### src/hw/cpu_pkg.sv
package cpu_pkg;

    // data path widths
    localparam int word_w     = 32;
    localparam int word_bytes = word_w / 8;
    localparam int reg_addr_w = 3;
    localparam int reg_count  = 8;

    // instruction fields
    localparam int op_msb  = 31;
    localparam int op_lsb  = 28;
    localparam int rd_msb  = 27;
    localparam int rd_lsb  = 25;
    localparam int rs1_msb = 24;
    localparam int rs1_lsb = 22;
    localparam int rs2_msb = 21;
    localparam int rs2_lsb = 19;
    localparam int imm_msb = 15;
    localparam int imm_lsb = 0;
    localparam int imm_w   = imm_msb - imm_lsb + 1;

    // codes 8 to 15 are unnamed and behave as halt
    typedef enum logic [3:0] {
        op_halt  = 4'd0,
        op_li    = 4'd1,
        op_load  = 4'd2,
        op_store = 4'd3,
        op_add   = 4'd4,
        op_sub   = 4'd5,
        op_min   = 4'd6,
        op_max   = 4'd7
    } opcode_t;

    typedef enum logic [2:0] {
        alu_add,
        alu_sub,
        alu_min,
        alu_max,
        alu_pass
    } alu_op_t;

    typedef enum logic [2:0] {
        st_idle,
        st_fetch,
        st_decode,
        st_execute,
        st_load_wb
    } ctrl_state_t;

endpackage
### src/hw/register_file.sv
module register_file
    import cpu_pkg::*;
(
    input  logic                  mem_write,
    input  logic [reg_addr_w-1:0] raddr_a,
    input  logic [reg_addr_w-1:0] raddr_b,
    input  logic [reg_addr_w-1:0] waddr,
    input  logic                  we,
    input  logic [word_w-1:0]     wdata,
    output logic [word_w-1:0]     rdata_a,
    output logic [word_w-1:0]     rdata_b
);

    // r0 is a normal register, not hardwired
    logic [word_w-1:0] regs [reg_count];

    // asynchronous reads
    assign rdata_a = regs[raddr_a];
    assign rdata_b = regs[raddr_b];

    always_ff @(posedge mem_write)
    begin
        if (we)
        begin
            regs[waddr] <= wdata;
        end
    end

endmodule

### config.mk
export PLATFORM = sky130hd
export DESIGN_NAME = register_file
export DESIGN_NICKNAME = d
export VERILOG_FILES = /design/src/hw/cpu_pkg.sv /design/src/hw/register_file.sv
export SDC_FILE = /design/constraint.sdc
export NUM_CORES = 1
export LEC_CHECK = 0
export BUFFER_PORTS_ARGS = -buffer_cell sky130_fd_sc_hd__buf_2
export CAP_MARGIN = 20
export CORE_MARGIN = 4
export CORE_UTILIZATION = 41
export DETAILED_ROUTE_END_ITERATION = 10
export PLACE_DENSITY = 0.57
export SLEW_MARGIN = 20
export SYNTH_ARGS = -nofsm -noshare
export SYNTH_HDL_FRONTEND = slang
export SYNTH_SLANG_ARGS = --single-unit
### constraint.sdc
create_clock -name mem_write -period 5.2 [get_ports mem_write]
set_clock_uncertainty 0.05 [all_clocks]
set_input_delay 0.26 -clock mem_write [delete_from_list [all_inputs] [get_ports mem_write]]
set_output_delay 0.26 -clock mem_write [all_outputs]
set_load 0.05 [all_outputs]
Word level (Yosys, flattened, before mapping)

Memory sizes are Yosys's and may differ from the RTL's.
Index checks and enable logic that the tools add are counted.

Mux-type cells: 2
Add/sub/neg operators: 0
Bitwise logic cells: 0
Shifts and indexed selects: 0
Reductions and logical operators: 0
Equal/unequal tests: 0
Div/mod/pow operators: 0
Multipliers: 0
Order comparisons: 0

Operator list:

| kind             | number |
|---|---|
| 1-bit 2-to-1 mux | 2 |

ROM bits: 0
Input port bits: 43
Memories: 1
Flip-flop bits (word level): 0
Bits in latches: 0
RAM bits: 256
Logic and storage cells: 3

Memory list:

| memory | depth | bits a word | read ports | clocked after Yosys merged registers in | write ports | RTL line            | RTL |
|---|---|---|---|---|---|---|---|
| regs   | 8     | 32          | 2          | 0                                       | 1           | register_file.sv:15 | `logic [word_w-1:0] regs [reg_count];` |

Depth between registers and ports, before layout

Gate-level depths: netlist of the first run.

Depth after elaboration: 2
Gate-level depth with buffers: 4
Mapped depth without buffers: 2

Worst setup path after synthesis of the first run

No wires, ideal clock.

Kind: input -> register
Start: input port waddr[2]
End: memory regs[0][0] (enable)
Setup time: 0.461 ns
Data arrival time: 2.646 ns
Stages: 2
Slack: 2.043 ns
Path buffers: 0
Cell sequence: nand2b_1 > nor3_1

RTL lines:

| element         | RTL line            | RTL |
|---|---|---|
| start, declared | register_file.sv:7  | `input logic [reg_addr_w-1:0] waddr,` |
| end, declared   | register_file.sv:15 |  |

Straight into the memory's write port.

Final worst setup path of the first run

Start: input port raddr_b[0]
End: output port rdata_b[2]

Cells in the longest elaborated chain, start to end: 1

Ends and longest elaborated chain:

| element                | RTL line            | RTL |
|---|---|---|
| start, declared        | register_file.sv:6  | `input logic [reg_addr_w-1:0] raddr_b,` |
| memory read 8 x 32 bit | n/a                 |  |
| end, declared          | register_file.sv:11 | `output logic [word_w-1:0] rdata_b` |

No other way between the ends.

==> impl_results.md, run 1 <==
* Maxcap violations at 0
* Synthesized cell area at 11,900 sq um
* Core Box Area at 28,700 sq um
* Min cycle time layout at 2.90 ns
* Mapped Cells at 497
* First-pass GRT wire length at 40,900 microns
* Count of final hold-check violations at 0
* Nets at 687
* Status: completed
* Hold_ws at 0.131 ns
* CTS tree: yes
* Detailed Routing Iterations Pass 1 at 5
* IO Pins at 107
* Cell depth of the worst hold path at 2
* Max clock buf depth at 3
* Die width at 178 microns
* H-tree depth at 1
* Largest reg by FF count: regs
* Crit path launch: raddr_b[0]
* Post-DP HPWL at 16,100 microns
* P_leak at 4.78 nW
* Most frequent cell after synthesis: edfxtp_1
* Height of the chip at 178 microns
* Root Buffer: clkbuf_16
* Fin util at 48.7%
* Rows at 62
* Via Count at 5,977
* Seq/Total Area, Yosys at 64.6%
* Max-slew headroom at 26.1%
* Largest regs: regs (256)
* CP arrival at 2.59 ns
* Reg clk slew, reported paths at 0.06 ns
* Pwr dens at 341 nW/um^2
* Layout cells sized above 1 at 41.4%
* Starting Density at 41.5%
* Number of port buffers at 106
* Yosys cell types at 12
* Vias in the first global route at 6,491
* Fin crit share at 55.8%
* Initial antenna violation count at 2
* Worst VDD drop at 0.000281 V
* Synth Flop Type: edfxtp_1
* Worst Tran Pin Value at 1.11 ns
* Hold path startpoint: waddr[0]
* Placed Area at 12,800 sq um
* Synth top area share at 64.6%
* GR Overflow Total at 0
* Worst Setup Path Type: in -> out
* Routed WL at 27,400 microns
* Top cells by count, synth: edfxtp_1, mux4_1, mux2_2
* WL/cell at 26.1 microns
* CP Max Fanout at 46
* Critical path capture point type: primary output
* Gr usage total at 17.3%
* DIE AREA at 31,800 sq um
* Peak Freq at 345 MHz
* FFs w/ async S/R, synth at 0%
* Largest register FFs at 256
* Clock Sinks at 256
* Final instance area at 14,000 sq um
* Pins Over Slew Limit at 0
* Cell taking the most area after synthesis: edfxtp_1
* RD Place Congestion at 0.744
* Synth area leaders: edfxtp_1, mux4_1, mux4_2
* Area grow syn2layout at 17.5%
* Cts hold-fix bufs at 32
* Initial DRC Count at 461
* Largest net degree at the start of global routing at 50
* RSZ-0062 raised after global routing: no
* CP Launch Type: input pin
* EDFF count, synth at 256
* Setup repair bufs after CTS at 0
* Via/cell ratio at 5.70
* Num CTS Buffers at 28
* DRC violations left at 0
* Post_cts resized at 0
* Setup Viol. Count Final at 0
* Mapped Nets at 540
* Hold Crit Class: in -> reg
* Synth Warn # at 0
* Post-synthesis register bit count at 256
* Crit path required time at 4.89 ns
* TNS Setup at 0 ns
* Synthesized area per cell at 23.9 sq um
* Post-route ant nets at 0
## routing by layer
metal | track usage [%] | up-vias | wire length [microns]
met2 | 32.0 | 183 | 14600
li1 | - | 2579 | -
met1 | 22.1 | 3184 | 10700
met3 | 2.86 | 29 | 1730
met5 | 0 | - | 18
met4 | 2.46 | 2 | 329
## report_power, final
part | leakage (nW) | switching (W) | internal (W) | total (W)
combinational | 2.05 | 0.000389 | 0.000232 | 0.000621
sequential | 2.33 | 0.0000266 | 0.00234 | 0.00237
clock | 0.401 | 0.000752 | 0.00103 | 0.00178
## through the flow
stage          worst slack [ns]  instances  total power [W]
2_1_floorplan              2.04        497          0.00286
3_3_place_gp               2.27        966          0.00301
3_5_place_dp               2.24        966          0.00302
4_1_cts                    2.24       1048          0.00483
5_1_grt                    2.16       1048          0.00495
6_report                   2.30       1049          0.00477
## area by class of cell
cell class                      count  area, sq um
Multi-Input combinational cell    205         4020
Fill cell                        2354        14700
Antenna cell                        1         2.50
Clock buffer                       34          723
Timing Repair Buffer              153          968
Clock inverter                     16          106
Tap cell                          384          480
Sequential cell                   256         7690
## worst paths after layout
check                 slack [ns]          end
worst min-delay path        0.13  regs[4][28]
worst max-delay path        2.30   rdata_b[2]
## worst max-delay path: stages
cell    delay, ns
buf_4        0.66
buf_4        0.48
mux4_1       0.62
mux2_2       0.30
buf_2        0.22
## placed cells by master (no fill, tap or decap), drive strengths merged
cell type    instances
nand2                2
nor2                 6
diode                1
buf                121
clkinv              14
clkinvlp             1
mux2                64
nand2b               3
edfxtp             256
clkbuf              34
bufinv               1
mux4               128
nor3                 2
dlygate4sd3         32
## kinds of logic (layout without fill, tap and decap cells)
group         after synthesis  in the layout  synth area share, %
flops                     256            256                 64.6
mux                       192            192                 32.8
buf+inv                    36            203                 2.09
simple gates               13             13                0.494
other cells                 0              1                    0
(Power assumes the default switching activity.)
==> run 2: changes to the inputs <==
- PLACE_DENSITY: 0.57 -> 0.59
- clock period: 5.2 -> 2.4 ns (I/O delays scaled with it)
==> impl_results.md, run 2 (synthesis gave the netlist of run 1 again) <==
* Status: completed (unchanged)
* FF/Latch Area at 7690 sq um (unchanged)
* First-pass GRT wire length at 40,100 microns (was 40,900 microns)
* Total Power at 0.0104 W (was 0.00477 W)
* Initial antenna violation count at 1 (was 2)
* Die width at 178 microns (unchanged)
* Gr usage total at 16.9% (was 17.3%)
* Rows at 62 (unchanged)
* Detailed Routing Iterations Pass 1 at 4 (was 5)
* Worst Hold End: regs[4][7] (was regs[4][28])
* WL/cell at 25.2 microns (was 26.1 microns)
* CP arrival at 1.98 ns (was 2.59 ns)
* Crit-path cells: mux4_1 > mux2_2 > buf_2 (was buf_4 > buf_4 > mux4_1 > mux2_2 > buf_2)
* Fin crit share at 89.5%
* Critical path capture point type: primary output (unchanged)
* Min cycle time layout at 2.15 ns
* Maxcap violations at 0 (unchanged)
* Crit path required time at 2.23 ns (was 4.89 ns)
* Nets at 693 (was 687)
* H-tree depth at 1 (unchanged)
* Layout cells sized above 1 at 42.6% (was 41.4%)
* Routed WL at 26,600 microns (was 27,400 microns)
* Vias in the first global route at 6,541 (was 6,491)
* TNS Setup at 0 ns (unchanged)
* Height of the chip at 178 microns (unchanged)
* Largest register FFs at 256 (unchanged)
* DRC violations left at 0 (unchanged)
* Reg clk slew, reported paths at 0.06 ns (about the same)
* Count of final hold-check violations at 0 (unchanged)
* Commonest non-fill, non-tap cells in the layout: edfxtp_1, buf_2, mux4_1 (unchanged)
* P_leak at 4.90 nW (was 4.78 nW)
* CP Max Fanout at 2 (was 46)
* Area grow syn2layout at 19.9% (was 17.5%)
* Largest net degree at the start of global routing at 39 (was 50)
* Max clock buf depth at 3 (unchanged)
* Post-DP HPWL at 15,500 microns (was 16,100 microns)
* Pwr dens at 731 nW/um^2 (was 341 nW/um^2)
* Root Buffer: clkbuf_16 (unchanged)
* Worst Setup Path Type: reg -> out (was in -> out)
* Starting Density at 41.5% (unchanged)
* Setup repair bufs after CTS at 0 (unchanged)
* Worst Tran Pin Value at 0.488 ns (was 1.11 ns)
* Num CTS Buffers at 28 (unchanged)
* DIE AREA at 31,800 sq um (unchanged)
* WP buf/inv at 1 (was 3)
* GR Overflow Total at 0 (unchanged)
* DP Worst Slack at 0.484 ns (was 2.24 ns)
* Min setup slack post-route at 0.253 ns (was 2.30 ns)
* Hold path startpoint: waddr[1] (was waddr[0])
* Cell family with most CP delay: multiplexers (was buffers and inverters)
* Max-slew headroom at 67.5% (was 26.1%)
* Global routing usage on met2 at 29.1% (was 32.0%)
* Peak Freq at 466 MHz
* Fillers at 2,351 (was 2,354)
* Most common cell after layout, fill and taps aside: edfxtp_1 (unchanged)
* Largest regs: regs (256) (unchanged)
* Post_cts resized at 0 (unchanged)
* Hold Crit Class: in -> reg (unchanged)
* Placed Area at 13,100 sq um (was 12,800 sq um)
* Clock Sinks at 256 (unchanged)
* Post-route ant nets at 0 (unchanged)
* Initial DRC Count at 396 (was 461)
* Via Count at 5,963 (was 5,977)
* Grt peak-use layer: met2 (unchanged)
* Met1 Track Usage GR at 23.4% (was 22.1%)
* Critical path's largest stage delay at 0.51 ns (was 0.66 ns)
* Pins Over Slew Limit at 0 (unchanged)
* Via/cell ratio at 5.65 (was 5.70)
* Largest reg by FF count: regs (unchanged)
* RSZ-0062 raised after global routing: no (unchanged)
* Met3 usage in global routing at 2.46% (was 2.86%)
* Setup Viol. Count Final at 0 (unchanged)
* IO Pins at 107 (unchanged)
* CTS tree: yes (unchanged)
* Core Box Area at 28,700 sq um (unchanged)
* RD Place Congestion at 0.696 (was 0.744)
* Cell depth of the worst hold path at 3 (was 2)
* Number of port buffers at 106 (unchanged)
* Multi-input combinational cell area at 4030 sq um (was 4020 sq um)
* CP Launch Type: flop (was input pin)
* Slowest CP cell: mux4_1 (was buf_4)
* Worst VDD drop at 0.000603 V (was 0.000281 V)
* Final instance area at 14,300 sq um (was 14,000 sq um)
[run 2: cell types whose count changed in the layout (fill, tap and decap cells not counted), moves of 2 or more]
cell | previous run | this run
buf_12 | 0 | 16
buf_4 | 17 | 7
clkinv_2 | 3 | 7
clkinv_1 | 10 | 7
nor3_2 | 2 | 0
nor3_4 | 0 | 2
[run 2: repair_timing]
item,CTS,global route
endpoints found under the hold margin,256,0
endpoints found under the setup margin,0,0
hold buffers,32,0
[run 2: per-stage QoR]
stage / std cells / utilization, % / hold slack [ns]
2_1_floorplan: 497 / - / 0.169
3_3_place_gp: 972 / 45.6 / 0.327
3_5_place_dp: 972 / 45.6 / 0.342
4_1_cts: 1055 / 49.7 / 0.162
5_1_grt: 1056 / 49.7 / 0.174
6_report: 1056 / 49.7 / 0.176
[run 2: worst max path at each step]
| stage | depth (start not counted) | to | startpoint | slack [ns] |
|---|---|---|---|---|
| final | 3 | rdata_b[24] | regs[6][24] | 0.25 |
| after global routing | 3 | rdata_a[2] | regs[0][2] | 0.19 |
| after CTS | 3 | rdata_b[24] | regs[6][24] | 0.21 |
| after detailed placement | 5 | rdata_a[24] | raddr_a[0] | 0.48 |
| after global placement | 5 | rdata_a[21] | raddr_a[0] | 0.49 |
| after floorplan | 2 | regs[1][0] | waddr[2] | 0.24 |
[run 2: routing by layer]
metal	vias to the layer above	share of wire, %
li1	2590	-
met5	-	0
met1	3171	43
met2	171	51
met4	0	1.4
met3	31	4.8
[run 2: cell type report]
| type | instances | area share, % |
|---|---|---|
| Antenna cell | 1 | 0.0175 |
| Sequential cell | 256 | 53.9 |
| Clock inverter | 17 | 0.754 |
| Timing Repair Buffer | 159 | 8.51 |
| Multi-Input combinational cell | 205 | 28.2 |
| Tap cell | 384 | 3.37 |
| Clock buffer | 34 | 5.22 |
[run 2: report_power, final]
group / total, W / internal (W) / switching (W) / leakage (nW)
logic: 0.00139 / 0.000536 / 0.000851 / 2.15
clock network: 0.00391 / 0.00230 / 0.00161 / 0.420
registers: 0.00513 / 0.00508 / 0.0000569 / 2.33
