<file path="config.mk">
export PLATFORM = sky130hd
export DESIGN_NAME = alu
export DESIGN_NICKNAME = d
export VERILOG_FILES = /design/src/hw/cpu_pkg.sv /design/src/hw/alu.sv
export SDC_FILE = /design/constraint.sdc
export NUM_CORES = 1
export LEC_CHECK = 0
export BUFFER_PORTS_ARGS = -buffer_cell sky130_fd_sc_hd__buf_2
export CELL_PAD_IN_SITES_DETAIL_PLACEMENT = 1
export CELL_PAD_IN_SITES_GLOBAL_PLACEMENT = 1
export CORE_UTILIZATION = 40
export DETAILED_ROUTE_END_ITERATION = 12
export GPL_TIMING_DRIVEN = 0
export PLACE_DENSITY_LB_ADDON = 0.1
export SYNTH_ARGS = -nofsm -noshare
export SYNTH_HDL_FRONTEND = slang
export SYNTH_SLANG_ARGS = --single-unit
</file>
<file path="constraint.sdc">
create_clock -name vclk -period 6.5
set_input_delay 0.325 -clock vclk [all_inputs]
set_output_delay 0.325 -clock vclk [all_outputs]
set_load 0.005 [all_outputs]
</file>
<file path="src/hw/cpu_pkg.sv">
package cpu_pkg;

    // data path widths
    localparam int word_w     = 32;
    localparam int word_bytes = word_w / 8;
    localparam int reg_addr_w = 3;
    localparam int reg_count  = 8;

    // instruction fields
    localparam int op_msb  = 31;
    localparam int op_lsb  = 28;
    localparam int rd_msb  = 27;
    localparam int rd_lsb  = 25;
    localparam int rs1_msb = 24;
    localparam int rs1_lsb = 22;
    localparam int rs2_msb = 21;
    localparam int rs2_lsb = 19;
    localparam int imm_msb = 15;
    localparam int imm_lsb = 0;
    localparam int imm_w   = imm_msb - imm_lsb + 1;

    // codes 8 to 15 are unnamed and behave as halt
    typedef enum logic [3:0] {
        op_halt  = 4'd0,
        op_li    = 4'd1,
        op_load  = 4'd2,
        op_store = 4'd3,
        op_add   = 4'd4,
        op_sub   = 4'd5,
        op_min   = 4'd6,
        op_max   = 4'd7
    } opcode_t;

    typedef enum logic [2:0] {
        alu_add,
        alu_sub,
        alu_min,
        alu_max,
        alu_pass
    } alu_op_t;

    typedef enum logic [2:0] {
        st_idle,
        st_fetch,
        st_decode,
        st_execute,
        st_load_wb
    } ctrl_state_t;

endpackage
</file>
<file path="src/hw/alu.sv">
module alu
    import cpu_pkg::*;
(
    input  alu_op_t           op,
    input  logic [word_w-1:0] a,
    input  logic [word_w-1:0] b,
    input  logic [word_w-1:0] imm_ext,
    output logic [word_w-1:0] result
);

    logic a_less;

    // two's complement compare for min and max
    assign a_less = $signed(a) < $signed(b);

    always_comb
    begin
        case (op)
            alu_add:
            begin
                result = a + b;
            end
            alu_sub:
            begin
                result = a - b;
            end
            alu_min:
            begin
                result = a_less ? a : b;
            end
            alu_max:
            begin
                result = a_less ? b : a;
            end
            // li just forwards the sign-extended immediate
            default:
            begin
                result = imm_ext;
            end
        endcase
    end

endmodule

</file>
* Word level (Yosys, flattened, before mapping)
Index checks and enable logic that the tools add are counted.
Cells by class: equality and inequality tests 3, muxes and demuxes 3, reductions and logical operators 1, order comparisons 1, add/sub/neg operators 2
Operator list (count):
- $pmux W32 S4 | 1
- $mux W32 | 2
- $add A32 B32 Y32 | 1
- $lt A32 B32 Y1 | 1
- $sub A32 B32 Y32 | 1
- $eq A3 B2 Y1 const B | 2
- $eq A3 B1 Y1 const B | 1
- $logic_not A3 Y1 | 1
Word-level totals: register bits after elaboration 0, output and inout port bits 32, logic and storage cells 10, input port bits 99

* Longest topological paths before layout
Gate-level depths: netlist of the first run.
depth in word-level cells 3, gate-level depth with buffers 15

* Worst setup path before layout of the first run
Ideal clock, no wire load.
kind input -> output, start input a[0], end output result[24], arrival 3.176 ns, stages on the path 13, path buffers 1, setup slack 2.999 ns, path through inv_1 > ha_1 > fa_1 > and2b_1 > o2111ai_1 > a31o_1 > o41a_1 > a2bb2oi_1 > o31ai_2 > xor2_1 > buf_4 > mux2_1 > a221o_1
Between the ends: longest elaborated chain between the ends 3
RTL lines:
- start: declaration | RTL line alu.sv:5 | input logic [word_w-1:0] a,
- $lt A32 B32 Y1 | RTL line alu.sv:14 | assign a_less = $signed(a) < $signed(b);
- $mux W32 (on tied branches) | RTL line alu.sv:33, alu.sv:29
- $pmux W32 S4 * | RTL line alu.sv:18 | case (op)
- end: declaration | RTL line alu.sv:8 | output logic [word_w-1:0] result
Every way passes the cells marked *; elsewhere a longest branch is shown, timed or not.

* Worst setup path in the final report of the first run
start input b[1], end output result[29]
Between the ends: longest elaborated chain between the ends 3
RTL lines:
- start: declaration | RTL line alu.sv:6 | input logic [word_w-1:0] b,
- $lt A32 B32 Y1 | RTL line alu.sv:14
- $mux W32 (on tied branches) | RTL line alu.sv:33, alu.sv:29
- $pmux W32 S4 * | RTL line alu.sv:18
Marked as above.

==> impl_results.md, run 1 <==
* Status: finished, final reports clean
* FF+latch count at 0
* DR DRC count at 0
* Post-synthesis instance total at 690
* Area leader, netlist: ha_1
* Initial DRT Pass Iterations at 5
* Hold Buf Count CTS at 0
* Post-CTS Setup Inserts at 0
* DIE AREA at 0.0115 sq mm
* Nets at 986
* FP Rows at 38
* Post-DP HPWL at 16.6 mm
* Clock buffers at 0
* Core area at 0.0108 sq mm
* Cell variety after synth at 77
* Leakage power figure at 0.00250 uW
* Tot GR Track Use at 34.4%
* Comb power frac at 100.0%
* Area post-placement at 0.00527 sq mm
* Initial core utilization at 41.0%
* Crit path DAT at 4.05 ns
* Grt ovf at 0
* Initial antenna violation count at 0
* PortBufs at 130
* Hold WS at 0.936 ns
* Ys Warns at 0
* Die Wd at 107 microns
* DR iter-0 viols at 308
* Reg power frac at 0%
* Max-cap violations at 0
* Mean area per synthesized cell at 6.45 sq um
* Slew @ Worst Pin at 1.35 ns
* Worst EP required at 6.17 ns
* Syn-to-layout area delta at 18.6%
* Crit Path Class: in2out
* Syn nets at 854
* Area contributors post-synth: ha_1 (18%), a21oi_1 (10%), o21ai_0 (6.0%)
* Final GP Congestion at 0.965
* Routed wire length per instance at 21.2 microns
* Finished layout cell area at 0.00527 sq mm
* Fmax at 0.229 GHz
* Sequential element share of the synthesized area at 0%
* Max Slew Vio Count at 0
* Pint at 226 uW
* Top-area cell type share of the netlist area at 17.7%
* Final wirelength at 20.4 mm
* Crit Path Max Fanout at 5
* Min-delay worst type: in2out
* PnR Total Power at 592 uW
* Slew headroom at 9.61%
* DR vias at 6000
* Clk pwr share at 0%
* First-pass GRT wire length at 30.9 mm
* Via density at 6.25
* Setup slack at placement at 2.28 ns
* RSZ-0062 raised after global routing: false
* FF/Latch Area at 0 sq um
* Layout cells sized above 1 at 19.4%
* Min Clock Period, post-route at 4.37 ns
* Io pins at 131
* Largest net degree at the start of global routing at 11
* Critical path capture point type: output pin
* Power per cell area at 112 mW/mm^2
* Post-route ant nets at 0
* Worst vdd ir at 0.0486 mV
* Synthesized area at 0.00445 sq mm
* Final period utilization at 67.3%
* TNS Setup at 0 ns
* CP Launch Type: primary input
* CTS resizes at 0
* Vias in the first global route at 5859
* N_diodes at 0
* Sw Ratio at 61.9%
* Setup violations, final at 0
* Switching power at 367 uW
* Worst setup margin at 2.13 ns
* Die height at 107 microns
* Final Hold Vio Count at 0
==> metal layers <==
layer | part of all wire [%] | GRT usage, % | vias to the layer above
met5 | 0 | 0 | -
met4 | 2.2 | 8.02 | 0
met2 | 46 | 59.1 | 239
met1 | 46 | 47.0 | 2932
met3 | 5.6 | 1.63 | 32
li1 | - | - | 2797
==> kinds of logic after synthesis <==
family | share of synthesized area, %
adders and majority gates | 18.6
and+or+nand+nor | 20.9
AOI/OAI and AO/OA | 39.9
muxes | 4.73
xor gates and xnor gates | 5.91
buffers and inverters | 9.90
==> power groups by stage <==
| stage | clock (uW) | sequential [uW] | combinational (uW) |
|---|---|---|---|
| floorplan | 0 | 0 | 374 |
| global placement | 0 | 0 | 563 |
| detailed placement | 0 | 0 | 578 |
| CTS | 0 | 0 | 581 |
| global route | 0 | 0 | 639 |
| finish | 0 | 0 | 592 |
==> critical path, cell delays in order <==
cell and delay (ns):
buf_2 0.16, inv_1 0.06, ha_1 0.28, nor2b_1 0.17, o311ai_0 0.21, a221oi_1 0.73
a211oi_2 0.27, o211a_1 0.31, o41ai_1 0.55, a31oi_1 0.17, a311oi_1 0.30, mux2i_1 0.26
o211ai_1 0.11, buf_2 0.15
==> final cells by class <==
type | count | area, sq um
Fill cell | 1555 | 5570
Multi-Input combinational cell | 579 | 4010
Tap cell | 140 | 175
Buffer | 41 | 178
Inverter | 70 | 263
Timing Repair Buffer | 130 | 651
==> cell usage after synthesis, drive strengths merged (3+ instances only) <==
library cell  number
clkbuf            30
a22oi              4
o31ai              9
and2               3
a311oi             3
nor2b              7
nand4             12
o211a              3
a221oi             7
nor4               7
o21bai            15
a31o               3
a211oi             5
o211ai             7
o41ai              4
o221ai             5
a21o              11
o22ai             16
inv               68
o2111ai            3
buf               11
mux2               5
a2111oi            4
xor2               4
nor3              22
nand3             12
nor2              57
nand2b             4
o21ai             54
o221a              3
or3                6
ha                63
a31oi              6
a21oi             89
xnor2             26
mux2i             15
nand2             52
==> worst paths after layout <==
check | cells after the start | from | end
max | 14 | b[1] | result[29]
min | 4 | imm_ext[12] | result[12]
==> cell usage in the layout, fill, tap and decap left out, drive strengths merged, types with 4 or more instances in the layout <==
| cell type | count |
|---|---|
| o221ai | 5 |
| xnor2 | 26 |
| a22oi | 4 |
| nand3 | 12 |
| o31ai | 9 |
| nand4 | 12 |
| a31oi | 6 |
| nand2 | 52 |
| mux2i | 15 |
| a21oi | 89 |
| nor2b | 7 |
| o21ai | 54 |
| a21o | 11 |
| nand2b | 4 |
| a2111oi | 4 |
| buf | 141 |
| o211ai | 7 |
| a211oi | 5 |
| or3 | 6 |
| o41ai | 4 |
| xor2 | 4 |
| clkbuf | 30 |
| o22ai | 16 |
| a221oi | 7 |
| mux2 | 5 |
| nor2 | 57 |
| ha | 63 |
| inv | 68 |
| nor4 | 7 |
| o21bai | 15 |
| nor3 | 22 |
==> metrics by stage <==
| stage | instances | utilization [%] |
|---|---|---|
| final | 960 | 48.6 |
| after floorplan | 690 | - |
| after detailed placement | 960 | 48.6 |
| after CTS | 960 | 48.6 |
| after global routing | 960 | 48.6 |
| after global placement | 960 | 48.6 |
Power figures use the tool's default switching activity.
==> run 2: changes to the inputs <==
--- a/config.mk
+++ b/config.mk
@@ -5,10 +5,11 @@
 export SDC_FILE = /design/constraint.sdc
 export NUM_CORES = 1
 export LEC_CHECK = 0
+export ABC_AREA = 1
 export BUFFER_PORTS_ARGS = -buffer_cell sky130_fd_sc_hd__buf_2
 export CELL_PAD_IN_SITES_DETAIL_PLACEMENT = 1
 export CELL_PAD_IN_SITES_GLOBAL_PLACEMENT = 1
-export CORE_UTILIZATION = 40
+export CORE_UTILIZATION = 38
 export DETAILED_ROUTE_END_ITERATION = 12
 export GPL_TIMING_DRIVEN = 0
 export PLACE_DENSITY_LB_ADDON = 0.1
==> constraint.sdc (replaced) <==
create_clock -name vclk -period 4.08
set_input_delay 0.204 -clock vclk [all_inputs]
set_output_delay 0.204 -clock vclk [all_outputs]
set_load 0.005 [all_outputs]
==> impl_results.md, run 2 <==
* Hold WS at 0.674 ns
* Area contributors post-synth: nand2_1 (30%), inv_1 (17%), nand3_1 (13%)
* Sequential element share of the synthesized area at 0%
* Mean area per synthesized cell at 4.69 sq um
* Worst vdd ir at 0.105 mV
* Max-cap violations at 0
* Switching power at 825 uW
* DR iter-0 viols at 719
* Number of fill cells in the layout at 2751
* Tot GR Track Use at 33.6%
* Area leader, netlist: nand2_1
* Nets at 1756
* Beginning of the worst hold path: imm_ext[31]
* Crit path cell chain: buf_2 -> inv_1 -> ha_1 -> fa_1 -> inv_1 -> nand2_1 -> nand2_1 -> nand3_1 -> nand2_1 -> nand2_1 -> nand2_2 -> nand2_4 -> nand3_4 -> buf_2 -> nand3_1 -> nand3_1 -> nand4_1 -> buf_2
* Syn-to-layout area delta at 13.6%
* Routed wire length per instance at 17.4 microns
* CP Launch Type: primary input
* Hold Buf Count CTS at 0
* Setup violations, final at 0
* Slew headroom at 34.9%
* Sw Ratio at 68.6%
* Critical path capture point type: output pin
* DR DRC count at 0
* CTS resizes at 0
* Final wirelength at 31.6 mm
* DIE AREA at 0.0186 sq mm
* Post-route ant nets at 0
* Vias in the first global route at 9155
* Leakage power figure at 0.00488 uW
* Crit-path leading delay family: simple AND/OR/NAND/NOR gates
* Io pins at 131
* Pint at 377 uW
* Dpl cells at 1815
* CP max stage delay at 0.41 ns
* Final GP Congestion at 0.985
* Comb power frac at 100.0%
* Setup crit end: result[11]
* Reg power frac at 0%
* Initial core utilization at 39.2%
* Crit Path Class: in2out
* Final Hold Vio Count at 0
* Ys Warns at 0
* TNS Setup at 0 ns
* Status: finished, final reports clean
* Clock buffers at 0
* Min-delay worst type: in2out
* Most Frequent Cell on Critical Path: nand2_1
* Core area at 0.0175 sq mm
* Crit path DAT at 3.12 ns
* RSZ-0062 raised after global routing: false
* Max Slew Vio Count at 0
* N_diodes at 0
* Post-CTS Setup Inserts at 0
* First-pass GRT wire length at 47.7 mm
* Final period utilization at 81.4%
* Most frequent cells in the layout: nand2_1 (547), inv_1 (312), nand3_1 (180), buf_2 (142), nor2_1 (112)
* Min Clock Period, post-route at 3.32 ns
* DR vias at 9642
* Initial DRT Pass Iterations at 5
* Util after Layout at 44.5%
* Layout cells sized above 1 at 11.1%
* Synthesized area at 0.00685 sq mm
* WP depth at 18
* Fmax at 0.301 GHz
* Buf/Inv on CP at 5
* FF/Latch Area at 0 sq um
* Post-synthesis instance total at 1460
* Crit Path Max Fanout at 10
* Die Wd at 136 microns
* Cell variety after synth at 36
* Worst EP required at 3.88 ns
* Top-area cell type share of the netlist area at 30.0%
* PortBufs at 130
* Die height at 136 microns
* Commonest cells in the netlist: nand2_1 (547), inv_1 (312), nand3_1 (180), nor2_1 (112), a21oi_1 (66)
* Worst setup path startpoint: a[0]
* Power per cell area at 154 mW/mm^2
* Most common cell in the netlist: nand2_1
* Initial antenna violation count at 0
* Highest-delay cell along the critical path: fa_1
* FF+latch count at 0
* FP Rows at 48
* Syn nets at 1624
* Via density at 5.31
* Post-DP HPWL at 27.4 mm
* Largest net degree at the start of global routing at 11
* Commonest non-fill, non-tap cell in the layout: nand2_1
* Clk pwr share at 0%
* Grt ovf at 0
* Non-Filler Instances at 1815
* Slew @ Worst Pin at 0.977 ns
-- run 2: cell types whose count changed after synthesis, sizes merged, moves of 26 or more --
cell   previous run  this run
nand3            12       182
inv              68       312
nand2            52       557
xnor2            26         0
nor2             57       113
nand4            12        40
-- run 2: per-stage QoR --
stage               setup slack [ns]  total power [uW]  cell area, sq um
floorplan                       1.81               754              6850
global placement               0.867              1140              7780
detailed placement             0.833              1170              7780
CTS                            0.826              1180              7780
global route                   0.628              1310              7780
finish                         0.757              1200              7780
-- run 2: final cells by class --
type | instances | area, sq um | share of cell area (%)
buffer | 45 | 278 | 3.57
inverter | 313 | 1170 | 15.1
multi-input combinational | 1102 | 5400 | 69.4
tap | 225 | 282 | 3.62
timing repair buffer | 130 | 651 | 8.36
-- run 2: how the worst min path moves through the flow --
stage	end	slack, ns	cells after the start
after detailed placement	result[31]	0.68	4
after CTS	result[31]	0.68	4
after floorplan	result[31]	0.51	2
final	result[31]	0.67	4
after global routing	result[31]	0.70	4
after global placement	result[31]	0.67	4
-- run 2: cell families after synthesis --
| logic type | share of synthesized area [%] |
|---|---|
| fa+ha+maj | 12.1 |
| xor+xnor | 0.256 |
| compound gates | 9.26 |
| buf+inv | 21.2 |
| simple gates | 57.2 |
-- run 2: power groups by stage --
stage / registers, uW / clock network, uW / logic, uW
after floorplan: 0 / 0 / 754
after global placement: 0 / 0 / 1140
after detailed placement: 0 / 0 / 1170
after CTS: 0 / 0 / 1180
after global routing: 0 / 0 / 1310
final: 0 / 0 / 1200
-- run 2: tightest hold or removal path: stages --
cell and delay (ns):
buf_2 0.08, nand2_1 0.04, nand2_1 0.05, buf_2 0.10
-- run 2: routing by layer --
| layer | global-route usage (%) | share of wire, % | up-vias |
|---|---|---|---|
| li1 | - | - | 4742 |
| met2 | 55.8 | 44 | 307 |
| met5 | 0 | 0 | - |
| met3 | 1.57 | 6.0 | 21 |
| met1 | 48.5 | 49 | 4572 |
| met4 | 4.51 | 0.99 | 0 |
==> run 3: changes to the inputs <==
--- a/config.mk
+++ b/config.mk
@@ -9,7 +9,7 @@
 export BUFFER_PORTS_ARGS = -buffer_cell sky130_fd_sc_hd__buf_2
 export CELL_PAD_IN_SITES_DETAIL_PLACEMENT = 1
 export CELL_PAD_IN_SITES_GLOBAL_PLACEMENT = 1
-export CORE_UTILIZATION = 38
+export CORE_UTILIZATION = 34
 export DETAILED_ROUTE_END_ITERATION = 12
 export GPL_TIMING_DRIVEN = 0
 export PLACE_DENSITY_LB_ADDON = 0.1
==> constraint.sdc (replaced) <==
create_clock -name vclk -period 2.8
set_input_delay 0.14 -clock vclk [all_inputs]
set_output_delay 0.14 -clock vclk [all_outputs]
set_load 0.005 [all_outputs]
==> impl_results.md, run 3 (same netlist as run 2, synthesis figures left out) <==
* Final GP Congestion at 0.950
* Status: finished, final reports clean
* Die Wd at 144 microns
* Clock buffers at 0
* Vias in the first global route at 9316
* Setup violations, final at 0
* CP Launch Type: primary input
* Min Clock Period, post-route at 2.70 ns
* GR Util met1 at 44.8%
* Final wirelength at 33.3 mm
* Worst EP required at 2.66 ns
* First-pass GRT wire length at 49.8 mm
* Via density at 5.15
* Worst setup path startpoint: b[25]
* Crit Path Max Fanout at 10
* Min-delay worst type: in2out
* Setup crit end: result[13]
* Area post-placement at 0.00784 sq mm
* Max-cap violations at 0
* Io pins at 131
* Max Slew Vio Count at 0
* Met3 GRT Util at 3.64%
* Syn-to-layout area delta at 21.2%
* Commonest non-fill, non-tap cell in the layout: nand2_1
* Tot GR Track Use at 31.7%
* Initial antenna violation count at 0
* Util after Layout at 42.4%
* Initial DRT Pass Iterations at 5
* Core area at 0.0196 sq mm
* Power per cell area at 233 mW/mm^2
* Critical path capture point type: output pin
* Non-Filler Instances at 1879
* Worst vdd ir at 0.173 mV
* TNS Setup at 0 ns
* DIE AREA at 0.0207 sq mm
* Layout cells sized above 1 at 14.8%
* Final Hold Vio Count at 0
* Nets at 1780
* DR vias at 9673
* Hold Buf Count CTS at 0
* Final period utilization at 96.4%
* Fmax at 0.370 GHz
* Grt ovf at 0
* Post-DP HPWL at 27.9 mm
* DR iter-0 viols at 619
* PortBufs at 130
* Global route hottest layer: met2
* FF+latch count at 0
* Leakage power figure at 0.00502 uW
* Post-route ant nets at 0
* Slew @ Worst Pin at 1.00 ns
* Crit Path Class: in2out
* Routed wire length per instance at 17.7 microns
* Dpl cells at 1855
* Largest net degree at the start of global routing at 11
* Crit path DAT at 2.56 ns
* FF/Latch Area at 0 sq um
* Initial core utilization at 35.0%
* DR DRC count at 0
* Slew headroom at 33.1%
* N_diodes at 0
* Met2 GRT Util at 51.9%
* Finished layout cell area at 0.00831 sq mm
* Die height at 144 microns
* Most frequent cells in the layout: nand2_1 (534), inv_1 (307), nand3_1 (178), buf_2 (136), nor2_1 (107)
* FP Rows at 51
## run 3: changes by cell type in the layout (fill, tap and decap cells not counted), sizes merged
cell	change
bufbuf	+1
clkinvlp	+1
buf	+18
nand3	+1
nand2	+1
clkbuf	+3
clkinv	-1
## run 3: worst min-delay path by stage
| stage | startpoint | end | slack, ns | depth (start not counted) |
|---|---|---|---|---|
| 3_3_place_gp | imm_ext[31] | result[31] | 0.54 | 4 |
| 3_5_place_dp | imm_ext[31] | result[31] | 0.55 | 4 |
| 6_report | imm_ext[31] | result[31] | 0.54 | 4 |
| 4_1_cts | imm_ext[31] | result[31] | 0.55 | 4 |
| 5_1_grt | imm_ext[31] | result[31] | 0.59 | 4 |
| 2_1_floorplan | imm_ext[31] | result[31] | 0.38 | 2 |
## run 3: per-layer routing
metal	up-vias	part of all wire, %
met5	-	0
met1	4574	48
met2	262	44
met4	0	1.6
li1	4810	-
met3	27	6.2
## run 3: cell type report
type / count / area (sq um)
inverters: 313 / 1180
multi-input cells: 1104 / 5610
fillers: 3056 / 11300
repair buffers: 152 / 853
plain buffers: 45 / 334
well taps: 265 / 332
## run 3: per-stage QoR
stage | hold WS (ns) | setup slack [ns] | total power (uW)
2_1_floorplan | 0.377 | 0.662 | 1100
6_report | 0.545 | 0.0995 | 1930
3_5_place_dp | 0.546 | -0.279 | 1720
4_1_cts | 0.548 | 0.00165 | 1820
5_1_grt | 0.588 | -0.00728 | 2120
3_3_place_gp | 0.544 | -0.252 | 1690
## run 3: worst max-delay path, stage by stage
cell     delay [ns]
buf_2          0.10
inv_1          0.06
ha_2           0.47
nand2_1        0.15
nor2_2         0.19
nand2_1        0.13
inv_1          0.12
a21oi_4        0.07
buf_12         0.15
nand3_4        0.15
buf_4          0.14
buf_4          0.19
nand3_1        0.10
nand3_1        0.09
nand4_1        0.14
buf_2          0.15
## run 3: repair_timing
item	in CTS	in global routing
hold endpoints to repair	0	0
cloned	2	1
setup endpoints to repair	31	31
pin swaps	8	8
gates resized for setup	21	52
buffers inserted	10	11
## run 3: power by group
group | switching (uW) | leakage (uW) | internal (uW)
sequential | 0 | 0 | 0
combinational | 1270 | 0.00502 | 663
clock | 0 | 0 | 0
